$ cat src/design/ddc_defs.svh
/*
 * Settings and readback addresses, bus widths and limits for the DDC chain.
 * Included by every module that touches the settings bus or the output word.
 */
`ifndef DDC_DEFS_SVH
`define DDC_DEFS_SVH

// User register space starts at 128
`define SR_FREQ_ADDR      8'd132
`define SR_SCALE_IQ_ADDR  8'd133
`define SR_DECIM_ADDR     8'd134

// Readback addresses
`define RB_COMPAT_NUM     8'd0
`define RB_CIC_MAX_DECIM  8'd2

// Major 1, minor 0
`define COMPAT_NUM        {32'h1, 32'h0}
`define CIC_MAX_DECIM     255
`define RB_BAD_ADDR       64'h0BAD_C0DE_0BAD_C0DE

`define SET_ADDR_W        8
`define SET_DATA_W        32
`define RB_DATA_W         64
`define OUT_DATA_W        32

`endif

$ cat src/design/ddc_pkg.sv
/*
 * Sample, mixer, accumulator and control types shared across the DDC chain,
 * plus the 16-entry cosine table used by the NCO.
 */
package ddc_pkg;

  // Datapath components
  typedef logic signed [15:0] sample_t;
  typedef logic signed [17:0] mixed_t;
  // 18 bits plus 8 bits of growth for decimation up to 255
  typedef logic signed [25:0] acc_t;

  // Control values
  typedef logic [31:0] phase_t;
  typedef logic [7:0]  decim_t;
  typedef logic [3:0]  scale_t;

  // round(32767 * cos(2*pi*k/16))
  // Sine at index k reads entry (k - 4) mod 16
  localparam sample_t COS_TABLE [0:15] = '{
    16'sd32767,
    16'sd30273,
    16'sd23170,
    16'sd12539,
    16'sd0,
    -16'sd12539,
    -16'sd23170,
    -16'sd30273,
    -16'sd32767,
    -16'sd30273,
    -16'sd23170,
    -16'sd12539,
    16'sd0,
    16'sd12539,
    16'sd23170,
    16'sd30273
  };

endpackage

$ cat src/design/ddc_settings.sv
/*
 * User register block for the DDC chain. Decodes the settings strobe bus,
 * issues a restart after frequency or decimation writes, and serves readback.
 */
`timescale 1ns/10ps
`include "ddc_defs.svh"

module ddc_settings (
  input  logic                   i_ce_clk,
  input  logic                   i_arst_n,
  input  logic                   i_set_stb,
  input  logic [`SET_ADDR_W-1:0] i_set_addr,
  input  logic [`SET_DATA_W-1:0] i_set_data,
  input  logic [`SET_ADDR_W-1:0] i_rb_addr,
  output ddc_pkg::phase_t        o_freq,
  output ddc_pkg::decim_t        o_decim,
  output ddc_pkg::scale_t        o_scale,
  output logic                   o_restart,
  output logic [`RB_DATA_W-1:0]  o_rb_data
);
  import ddc_pkg::*;

  logic   wr_freq;
  logic   wr_scale;
  logic   wr_decim;
  decim_t decim_wr;

  assign wr_freq  = i_set_stb && (i_set_addr == `SR_FREQ_ADDR);
  assign wr_scale = i_set_stb && (i_set_addr == `SR_SCALE_IQ_ADDR);
  assign wr_decim = i_set_stb && (i_set_addr == `SR_DECIM_ADDR);
  assign decim_wr = decim_t'(i_set_data[7:0]);

  always_ff @(posedge i_ce_clk or negedge i_arst_n) begin
    if (!i_arst_n) begin
      o_freq    <= '0;
      o_decim   <= decim_t'(1);
      o_scale   <= '0;
      o_restart <= 1'b0;
    end else begin
      // Phase and block boundaries are invalid after these change
      o_restart <= wr_freq || wr_decim;
      if (wr_freq)
        o_freq <= i_set_data;
      if (wr_scale)
        o_scale <= scale_t'(i_set_data[3:0]);
      // Zero would never dump, treat it as pass-through
      if (wr_decim)
        o_decim <= (decim_wr == '0) ? decim_t'(1) : decim_wr;
    end
  end

  always_comb begin
    case (i_rb_addr)
      `RB_COMPAT_NUM:    o_rb_data = `COMPAT_NUM;
      `RB_CIC_MAX_DECIM: o_rb_data = 64'(`CIC_MAX_DECIM);
      default:           o_rb_data = `RB_BAD_ADDR;
    endcase
  end

  a_decim_nonzero: assert property (@(posedge i_ce_clk) disable iff (!i_arst_n)
    o_decim != '0)
    else $error("decimation register holds zero");

endmodule

$ cat src/design/ddc_mixer.sv
/*
 * NCO mixer. Rotates each complex input by the accumulated phase using the
 * cosine table, in a two-stage pipeline that stalls as a whole on back-pressure.
 */
`timescale 1ns/10ps

module ddc_mixer (
  input  logic             i_ce_clk,
  input  logic             i_arst_n,
  input  logic             i_restart,
  input  ddc_pkg::phase_t  i_freq,
  input  logic             i_in_valid,
  input  ddc_pkg::sample_t i_in_i,
  input  ddc_pkg::sample_t i_in_q,
  input  logic             i_out_ready,
  output logic             o_in_ready,
  output logic             o_out_valid,
  output ddc_pkg::mixed_t  o_out_i,
  output ddc_pkg::mixed_t  o_out_q
);
  import ddc_pkg::*;

  phase_t             phase;
  logic [3:0]         cos_idx;
  logic [3:0]         sin_idx;
  logic               advance;
  logic               s1_valid;
  sample_t            s1_i;
  sample_t            s1_q;
  sample_t            s1_cos;
  sample_t            s1_sin;
  logic signed [31:0] p_ic;
  logic signed [31:0] p_qs;
  logic signed [31:0] p_is;
  logic signed [31:0] p_qc;
  logic signed [32:0] sum_i;
  logic signed [32:0] sum_q;

  // Whole pipeline moves only when the output slot frees up
  assign advance    = !o_out_valid || i_out_ready;
  assign o_in_ready = advance && !i_restart;

  assign cos_idx = phase[31:28];
  assign sin_idx = cos_idx - 4'd4;

  assign p_ic  = 32'(s1_i) * 32'(s1_cos);
  assign p_qs  = 32'(s1_q) * 32'(s1_sin);
  assign p_is  = 32'(s1_i) * 32'(s1_sin);
  assign p_qc  = 32'(s1_q) * 32'(s1_cos);
  assign sum_i = {p_ic[31], p_ic} - {p_qs[31], p_qs};
  assign sum_q = {p_is[31], p_is} + {p_qc[31], p_qc};

  always_ff @(posedge i_ce_clk or negedge i_arst_n) begin
    if (!i_arst_n) begin
      phase       <= '0;
      s1_valid    <= 1'b0;
      o_out_valid <= 1'b0;
    end else if (i_restart) begin
      phase       <= '0;
      s1_valid    <= 1'b0;
      o_out_valid <= 1'b0;
    end else if (advance) begin
      if (i_in_valid)
        phase <= phase + i_freq;
      s1_valid    <= i_in_valid;
      o_out_valid <= s1_valid;
    end
  end

  always_ff @(posedge i_ce_clk) begin
    if (advance) begin
      s1_i    <= i_in_i;
      s1_q    <= i_in_q;
      s1_cos  <= COS_TABLE[cos_idx];
      s1_sin  <= COS_TABLE[sin_idx];
      // Arithmetic shift by 15, 18 bits kept
      o_out_i <= sum_i[32:15];
      o_out_q <= sum_q[32:15];
    end
  end

  a_out_stable: assert property (@(posedge i_ce_clk) disable iff (!i_arst_n || i_restart)
    (o_out_valid && !i_out_ready) |=> ($stable(o_out_i) && $stable(o_out_q)))
    else $error("mixer output changed while stalled");

endmodule

$ cat src/design/ddc_decimator.sv
/*
 * Integrate-and-dump decimator for one signal component. Sums i_decim inputs,
 * presents the sum once, then starts a fresh block. Used once for I, once for Q.
 */
`timescale 1ns/10ps

module ddc_decimator (
  input  logic            i_ce_clk,
  input  logic            i_arst_n,
  input  logic            i_restart,
  input  ddc_pkg::decim_t i_decim,
  input  logic            i_in_valid,
  input  ddc_pkg::mixed_t i_in_data,
  input  logic            i_out_ready,
  output logic            o_in_ready,
  output logic            o_out_valid,
  output ddc_pkg::acc_t   o_out_data
);
  import ddc_pkg::*;

  decim_t count;
  acc_t   sum;
  acc_t   sum_next;
  logic   accept;
  logic   dump;

  // Input blocked only while a result waits and is not taken this cycle
  assign o_in_ready = !o_out_valid || i_out_ready;
  assign accept     = i_in_valid && o_in_ready;
  assign sum_next   = sum + acc_t'(i_in_data);
  assign dump       = (count + 8'd1) >= i_decim;

  always_ff @(posedge i_ce_clk or negedge i_arst_n) begin
    if (!i_arst_n) begin
      count       <= '0;
      sum         <= '0;
      o_out_valid <= 1'b0;
    end else if (i_restart) begin
      count       <= '0;
      sum         <= '0;
      o_out_valid <= 1'b0;
    end else begin
      if (o_out_valid && i_out_ready)
        o_out_valid <= 1'b0;
      if (accept) begin
        if (dump) begin
          count       <= '0;
          sum         <= '0;
          o_out_valid <= 1'b1;
        end else begin
          count <= count + 8'd1;
          sum   <= sum_next;
        end
      end
    end
  end

  always_ff @(posedge i_ce_clk) begin
    if (accept && dump)
      o_out_data <= sum_next;
  end

  a_count_in_range: assert property (@(posedge i_ce_clk) disable iff (!i_arst_n || i_restart)
    count < i_decim)
    else $error("decimator count beyond block length");

endmodule

$ cat src/design/ddc_iq_pack.sv
/*
 * Joins the I and Q decimator results. Each component is scaled down,
 * clipped to 16 bits and registered into one {I, Q} output word.
 */
`timescale 1ns/10ps
`include "ddc_defs.svh"

module ddc_iq_pack (
  input  logic                   i_ce_clk,
  input  logic                   i_arst_n,
  input  ddc_pkg::scale_t        i_scale,
  input  logic                   i_valid_i,
  input  ddc_pkg::acc_t          i_data_i,
  input  logic                   i_valid_q,
  input  ddc_pkg::acc_t          i_data_q,
  input  logic                   i_out_ready,
  output logic                   o_pair_ready,
  output logic                   o_out_valid,
  output logic [`OUT_DATA_W-1:0] o_out_data
);
  import ddc_pkg::*;

  logic    take;
  sample_t sat_i;
  sample_t sat_q;

  function automatic sample_t scale_sat(input acc_t x, input scale_t sh);
    acc_t shifted;
    shifted = x >>> sh;
    if (shifted > acc_t'(32767))
      return 16'sh7fff;
    else if (shifted < acc_t'(-32768))
      return 16'sh8000;
    else
      return sample_t'(shifted);
  endfunction

  assign o_pair_ready = !o_out_valid || i_out_ready;
  assign take         = i_valid_i && i_valid_q && o_pair_ready;
  assign sat_i        = scale_sat(i_data_i, i_scale);
  assign sat_q        = scale_sat(i_data_q, i_scale);

  always_ff @(posedge i_ce_clk or negedge i_arst_n) begin
    if (!i_arst_n)
      o_out_valid <= 1'b0;
    else if (take)
      o_out_valid <= 1'b1;
    else if (i_out_ready)
      o_out_valid <= 1'b0;
  end

  always_ff @(posedge i_ce_clk) begin
    if (take)
      o_out_data <= {sat_i, sat_q};
  end

  // Both decimators share inputs and ready, so they must dump together
  a_lockstep: assert property (@(posedge i_ce_clk) disable iff (!i_arst_n)
    i_valid_i == i_valid_q)
    else $error("I and Q decimators out of step");

endmodule

$ cat src/design/ddc_chain.sv
/*
 * Single-channel DDC top level: settings block, NCO mixer, one decimator
 * each for I and Q, and the output packer on valid/ready streams.
 */
`timescale 1ns/10ps
`include "ddc_defs.svh"

module ddc_chain (
  input  logic                   i_ce_clk,
  input  logic                   i_arst_n,
  input  logic                   i_set_stb,
  input  logic [`SET_ADDR_W-1:0] i_set_addr,
  input  logic [`SET_DATA_W-1:0] i_set_data,
  input  logic [`SET_ADDR_W-1:0] i_rb_addr,
  output logic [`RB_DATA_W-1:0]  o_rb_data,
  input  logic                   i_in_valid,
  input  ddc_pkg::sample_t       i_in_i,
  input  ddc_pkg::sample_t       i_in_q,
  output logic                   o_in_ready,
  output logic                   o_out_valid,
  output logic [`OUT_DATA_W-1:0] o_out_data,
  input  logic                   i_out_ready
);
  import ddc_pkg::*;

  phase_t freq;
  decim_t decim;
  scale_t scale;
  logic   restart;
  logic   mix_valid;
  logic   mix_ready;
  mixed_t mix_i;
  mixed_t mix_q;
  logic   dec_i_ready;
  logic   dec_q_ready;
  logic   dec_i_valid;
  logic   dec_q_valid;
  acc_t   dec_i_data;
  acc_t   dec_q_data;
  logic   pair_ready;

  //////////////////////////////////////////////////
  // Settings and readback
  //////////////////////////////////////////////////
  ddc_settings u_settings (
    .i_ce_clk(i_ce_clk), .i_arst_n(i_arst_n),
    .i_set_stb(i_set_stb), .i_set_addr(i_set_addr), .i_set_data(i_set_data),
    .i_rb_addr(i_rb_addr),
    .o_freq(freq), .o_decim(decim), .o_scale(scale),
    .o_restart(restart), .o_rb_data(o_rb_data));

  //////////////////////////////////////////////////
  // Mixer
  //////////////////////////////////////////////////
  // Advance only when both decimators can take the sample
  assign mix_ready = dec_i_ready && dec_q_ready;

  ddc_mixer u_mixer (
    .i_ce_clk(i_ce_clk), .i_arst_n(i_arst_n), .i_restart(restart), .i_freq(freq),
    .i_in_valid(i_in_valid), .i_in_i(i_in_i), .i_in_q(i_in_q), .o_in_ready(o_in_ready),
    .o_out_valid(mix_valid), .o_out_i(mix_i), .o_out_q(mix_q), .i_out_ready(mix_ready));

  //////////////////////////////////////////////////
  // Decimators and packer
  //////////////////////////////////////////////////
  ddc_decimator u_dec_i (
    .i_ce_clk(i_ce_clk), .i_arst_n(i_arst_n), .i_restart(restart), .i_decim(decim),
    .i_in_valid(mix_valid), .i_in_data(mix_i), .o_in_ready(dec_i_ready),
    .o_out_valid(dec_i_valid), .o_out_data(dec_i_data), .i_out_ready(pair_ready));

  ddc_decimator u_dec_q (
    .i_ce_clk(i_ce_clk), .i_arst_n(i_arst_n), .i_restart(restart), .i_decim(decim),
    .i_in_valid(mix_valid), .i_in_data(mix_q), .o_in_ready(dec_q_ready),
    .o_out_valid(dec_q_valid), .o_out_data(dec_q_data), .i_out_ready(pair_ready));

  ddc_iq_pack u_pack (
    .i_ce_clk(i_ce_clk), .i_arst_n(i_arst_n), .i_scale(scale),
    .i_valid_i(dec_i_valid), .i_data_i(dec_i_data),
    .i_valid_q(dec_q_valid), .i_data_q(dec_q_data), .o_pair_ready(pair_ready),
    .o_out_valid(o_out_valid), .o_out_data(o_out_data), .i_out_ready(i_out_ready));

endmodule

$ cat config.mk
export PLATFORM = sky130hd
export DESIGN_NAME = ddc_chain
export DESIGN_NICKNAME = d
export VERILOG_FILES = /design/src/design/ddc_pkg.sv /design/src/design/ddc_settings.sv /design/src/design/ddc_mixer.sv /design/src/design/ddc_decimator.sv /design/src/design/ddc_iq_pack.sv /design/src/design/ddc_chain.sv
export VERILOG_INCLUDE_DIRS = /design/src /design/src/design
export SDC_FILE = /design/constraint.sdc
export NUM_CORES = 2
export LEC_CHECK = 0
export ABC_CLOCK_PERIOD_IN_PS = 12690
export BUFFER_PORTS_ARGS = -buffer_cell sky130_fd_sc_hd__buf_2
export CAP_MARGIN = 15
export CORE_MARGIN = 1
export CORE_UTILIZATION = 50
export DETAILED_ROUTE_END_ITERATION = 8
export GPL_TIMING_DRIVEN = 0
export HOLD_SLACK_MARGIN = 0.06
export PLACE_DENSITY = 0.66
export SLEW_MARGIN = 20
export SYNTH_ARGS = -nofsm -noshare
export SYNTH_HDL_FRONTEND = slang
export SYNTH_SLANG_ARGS = --single-unit
$ cat constraint.sdc
create_clock -name i_ce_clk -period 12.69 [get_ports i_ce_clk]
set_clock_uncertainty 0.05 [all_clocks]
set_input_delay 2.538 -clock i_ce_clk [delete_from_list [all_inputs] [get_ports i_ce_clk]]
set_output_delay 2.538 -clock i_ce_clk [all_outputs]
set_load 0.05 [all_outputs]
* Yosys cells after proc, flatten, opt, wreduce, memory -nomap -nowiden
Memories as Yosys holds them, arrays and structs flattened. A register that Yosys moved wholly into a read port is not among the register bits. Cells that the tools add are included.
Storage, ports and cells: register bits 302, bits in read-only memories 512, input port bits 85, output and inout port bits 98, word-level logic and storage cells 114, memories kept 2
Cells by class: add/sub/neg operators 8, $mul 4, order comparisons 6, eq/ne operators 4, shifts and indexed selects 2, muxes and demuxes 33, bitwise gates (word level) 2, reductions and logical operators 31
Memories:
- (no name shown) | words 16, width 16, read ports 1, clocked after memory_dff 1, write ports 0, RTL line ddc_mixer.sv:74 | s1_cos <= COS_TABLE[cos_idx];
- (no name shown) | words 16, width 16, read ports 1, clocked after memory_dff 1, write ports 0, RTL line ddc_mixer.sv:75 | s1_sin <= COS_TABLE[sin_idx];
Operator list (count):
- 26-bit two-way mux | 6
- 16-bit by 16-bit multiplier with 32-bit output | 4
- 60-bit case mux with 2 select lines | 1
- 32-bit two-way mux | 3
- 8-bit two-way mux | 7
- 26-bit by 18-bit adder with 26-bit output | 2
- 26-bit by 16-bit > comparator with 1-bit output (second input constant) | 2
- 26-bit by 16-bit < comparator with 1-bit output (second input constant) | 2
- 26-bit by 4-bit >>> shifter with 26-bit output | 2
- 32-bit by 32-bit adder with 33-bit output | 1
- 32-bit by 32-bit subtractor with 33-bit output | 1
- 32-bit adder | 1
- 16-bit two-way mux | 2
- 8-bit == test (second input constant) | 3
- 8-bit by 1-bit adder with 8-bit output (second input constant) | 2
- 8-bit greater-or-equal comparator | 2
- 8-bit zero test | 2
- 1-bit two-way mux | 14
- 1-bit logical AND | 13
- 4-bit NOT with 5-bit output | 2
- 2-bit nonzero test | 5
- 8-bit by 2-bit == test with 1-bit output (second input constant) | 1
- 1-bit zero test | 5
- 1-bit logical OR | 5
- 2 further kinds | 2

* Logic depth before layout (Yosys ltp)
depth after elaboration 7, gate-level depth with buffers 30

* Modules after synthesis
A second synthesis with hierarchy kept.
Unflattened totals: cell total of the unflattened synthesis 5737, area, all modules 57342.5 um2
By module, submodules not included:
- ddc_mixer | instances 1, cells an instance 4386, area an instance 43605.6 um2, seq. area each 3553.4 um2
- ddc_decimator | instances 2, cells an instance 362, area an instance 3821.2 um2, seq. area each 1656.6 um2
- ddc_iq_pack | instances 1, cells an instance 455, area an instance 3843.7 um2, seq. area each 985.9 um2
- ddc_settings | instances 1, cells an instance 171, area an instance 2244.7 um2, seq. area each 1127.3 um2
- ddc_chain | instances 1, cells an instance 1, area an instance 6.3 um2, seq. area each 0.0 um2

* Least setup slack after synthesis
Ideal clock, no wire load.
kind reg2reg, from reg u_mixer.s1_q[15], to reg u_mixer.o_out_i[17], data pin, setup time 0.260 ns, arrival 7.765 ns, path slack 4.616 ns, cell stages (with the launch flop) 29, path buffers 2, period minus slack after synthesis 8.074 ns, cell sequence edfxtp_1 clkbuf_1 clkbuf_1 nand2_1 inv_1 fa_1 inv_1 fa_1 inv_1 fa_1 fa_1 inv_1 fa_1 fa_1 fa_1 inv_1 fa_1 inv_1 ha_1 a21oi_1 nand3_1 and3_1 a221oi_1 a21bo_2 o31a_1 a211o_1 a31oi_2 o21bai_1 xnor2_1
On the way: cells in the longest elaborated chain, start to end 2
RTL lines:
- start: declaration | RTL line ddc_mixer.sv:29 | sample_t s1_q;
- start signal: assignment | RTL line ddc_mixer.sv:73 | s1_q <= i_in_q;
- 16-bit by 16-bit multiplier with 32-bit output | RTL line ddc_mixer.sv:47 | assign p_qs = 32'(s1_q) * 32'(s1_sin);
- 32-bit by 32-bit subtractor with 33-bit output | RTL line ddc_mixer.sv:50 | assign sum_i = {p_ic[31], p_ic} - {p_qs[31], p_qs};
- via u_mixer.sum_i[32] | RTL line ddc_mixer.sv:36 | logic signed [32:0] sum_i;
- end signal: assignment | RTL line ddc_mixer.sv:77 | o_out_i <= sum_i[32:15];
- end: declaration | RTL line ddc_mixer.sv:18 | output ddc_pkg::mixed_t o_out_i,
The timed path passes the listed nets, and every way through them passes these cells. A chain may end at the register's enable or synchronous reset.

* Final worst setup path
Same ends and word-level chain as after synthesis.

==> results.md <==
- Outcome: completed
- Root buffer cell: clkbuf_16
- # resized after CTS: 0
- Max-cap violation count: 0
- CTS clk-pin slew, worst paths: 0.06 ns
- Total Routed Length: 170000 microns
- Yosys top cell area share: 41.6%
- Main synth FF type: edfxtp_1
- RSZ-0062 raised after global routing: false
- Final setup viols: 0
- Full die area: 114000 sq um
- First-pass GRT wire length: 257000 microns
- Syn Area/Cell: 10.1 sq um
- Final Hold Fails: 0
- Pre-CTS WS: 2.73 ns
- Yosys top cell by area: fa_1
- Critical Path Fanout Max: 13
- Fin crit period: 10.14 ns
- Post-synth ARST share: 46.3%
- Routed WL per cell: 23.4 microns
- CTS sink count: 324
- CP Data Required Time: 12.99 ns
- Slew Viols, Final: 0
- Post-CTS Setup Bufs: 0
- Post-synthesis sequential area ratio: 16.0%
- IO Count: 183
- Worst Setup Start Kind: register
- Layout cells sized above 1: 7.44%
- FF+latch count, synth: 324
- Count leader, synth: inv_1
- Clock buffer depth: 3
- Initial Util: 50.6%
- Placeable Area: 111000 sq um
- Mapped Cells: 5535
- Util after Layout: 54.4%
- Setup CP Type: reg -> reg
- PnR worst setup slack: 2.55 ns
- RePlAce Congestion: 1.02
- Slowest cell on crit path: inv_1
- Post-synth cell types: 82
- Yosys warning total: 0
- CTS tree: built
- Final period util: 79.9%
- Via Count: 38968
- Row cnt: 122
- Buf+Inv Stages, Crit Path: 8
- Storage cell area: 8980 sq um
- Inserted Clock Buffers: 42
- HPWL after detailed placement: 143000 microns
- Setup TNS: 0 ns
- Cell mode on critical path: fa_1
- Least-Margin Pin Slew: 1.27 ns
- Nets@finish: 7421
- Antenna Violating Nets Remaining: 0
- Crit path arrival time: 10.45 ns
- DR pass1 iterations: 5
- CP endpoint kind: register
- Fmax: 98.6 MHz
- Die X: 337 microns
- Die Y: 337 microns
- Fill count: 10018
- DRC errors left: 0
- Synth cell count leaders: inv_1, fa_1, nand2_1, ha_1, and2_1
- Largest net degree at the start of global routing: 94
- Drt via density: 5.34
- Max-slew headroom: 15.4%
- Initial DRC Count: 3333
- Min-Delay Path Class: reg -> reg
- Worst path max stage delay: 0.77 ns
- Crit path max-delay family: adder cells
- Hold_buf cts: 0
- H-tree depth: 2
- Area delta synth->final: 7.60%
- Synth Cell Area: 56100 sq um
- Congestion Overflow GR: 0
- Skew-Pair Late Insertion Delay: 0.65 ns
- Tot GR Track Use: 31.2%
- Hold Slack: 0.452 ns
- Leading post-synthesis cells by cell area: fa_1, inv_1, edfxtp_1, ha_1, dfrtp_1
- Multi-input combinational cell area: 40800 sq um
- Vias in the first global route: 41239
- Port Buffer Count: 153
- Initial antenna violation count: 16
- Post-synth EDFFs: 174
-- sequential cells by signal, indices dropped and copies added, names as in the netlist, 4 cells and up --
| register | cells |
|---|---|
| u_dec_q.o_out_data | 26 |
| u_dec_i.count | 8 |
| u_mixer.o_out_i | 18 |
| u_mixer.phase | 32 |
| u_dec_q.sum | 26 |
| u_pack.o_out_data | 32 |
| u_mixer.s1_cos | 11 |
| u_mixer.s1_sin | 11 |
| u_settings.o_freq | 32 |
| u_mixer.s1_i | 16 |
| u_settings.o_decim | 8 |
| u_dec_i.o_out_data | 26 |
| u_mixer.o_out_q | 18 |
| u_dec_q.count | 8 |
| u_dec_i.sum | 26 |
| u_settings.o_scale | 4 |
| u_mixer.s1_q | 16 |
-- through the flow --
stage | cells | area, sq um
floorplan | 5563 | 56200
global placement | 7204 | 58900
detailed placement | 7207 | 59000
CTS | 7283 | 60400
global route | 7284 | 60400
finish | 7293 | 60400
-- layout by cell type (no fill, tap or decap), types with 86 or more instances in the layout --
cell      Yosys  routed
and2_1      334     334
clkbuf_1    186     181
buf_2        10     162
edfxtp_1    174     174
nand2_1     477     477
nor2_1      152     151
inv_1      1402    1401
ha_1        407     407
fa_1       1166    1166
xnor2_1     111     111
a21oi_1     167     167
o21ai_0      86      86
dfrtp_1     149     149
-- final cells by class --
| cell class | instances | area share, % |
|---|---|---|
| Inverter | 1404 | 8.73 |
| Multi-Input combinational cell | 3569 | 67.5 |
| Clock buffer | 48 | 1.86 |
| Antenna cell | 10 | 0.0414 |
| Sequential cell | 324 | 14.9 |
| Buffer | 266 | 2.08 |
| Timing Repair Buffer | 156 | 1.41 |
| Tap cell | 1488 | 3.08 |
| Clock inverter | 28 | 0.443 |
-- metal layers --
layer,part of all wire [%],vias up,track usage [%]
li1,-,17181,-
met1,43,19986,43.6
met2,45,1471,49.1
met3,8.2,326,5.79
met4,4.0,4,10.6
met5,0.014,-,0
-- kinds of logic (layout without fill, tap and decap cells) --
logic type	after synthesis	count (layout)	synth area share (%)
buf+inv	1670	1902	11.6
fa+ha+maj	1573	1573	50.7
simple gates	1151	1151	9.97
compound gates	528	528	6.30
flops	324	324	16.0
xor+xnor	156	156	2.43
mux	132	132	3.03
other cells	1	39	0.00668
-- worst reg2reg max path: cells and delay by family, from the launching register on --
| kind | cells | cell delay (ns) |
|---|---|---|
| AOI/OAI and AO/OA | 7 | 1.72 |
| xor gates and xnor gates | 1 | 0.12 |
| adders and majority gates | 9 | 4.27 |
| buffers and inverters | 8 | 2.41 |
| DFF | 1 | 0.51 |
| and+or+nand+nor | 3 | 0.76 |
-- final timing paths --
kind | startpoint | slack, ns | to | cells past startpoint
setup / recovery | u_mixer.s1_q[15] | 2.55 | u_mixer.o_out_i[17] | 28
setup reg to reg | u_mixer.s1_q[15] | 2.55 | u_mixer.o_out_i[17] | 28
max in group asynchronous | i_arst_n | 9.92 | u_mixer.phase[31] | 2
min in group asynchronous | i_arst_n | 1.80 | u_dec_i.count[0] | 1
hold / removal | u_dec_q.sum[21] | 0.45 | u_dec_q.sum[21] | 1
hold reg to reg | u_dec_q.sum[21] | 0.45 | u_dec_q.sum[21] | 1
Power is not shown: default switching activity piles up to over one toggle a cycle in this logic, so the estimate is an artifact.
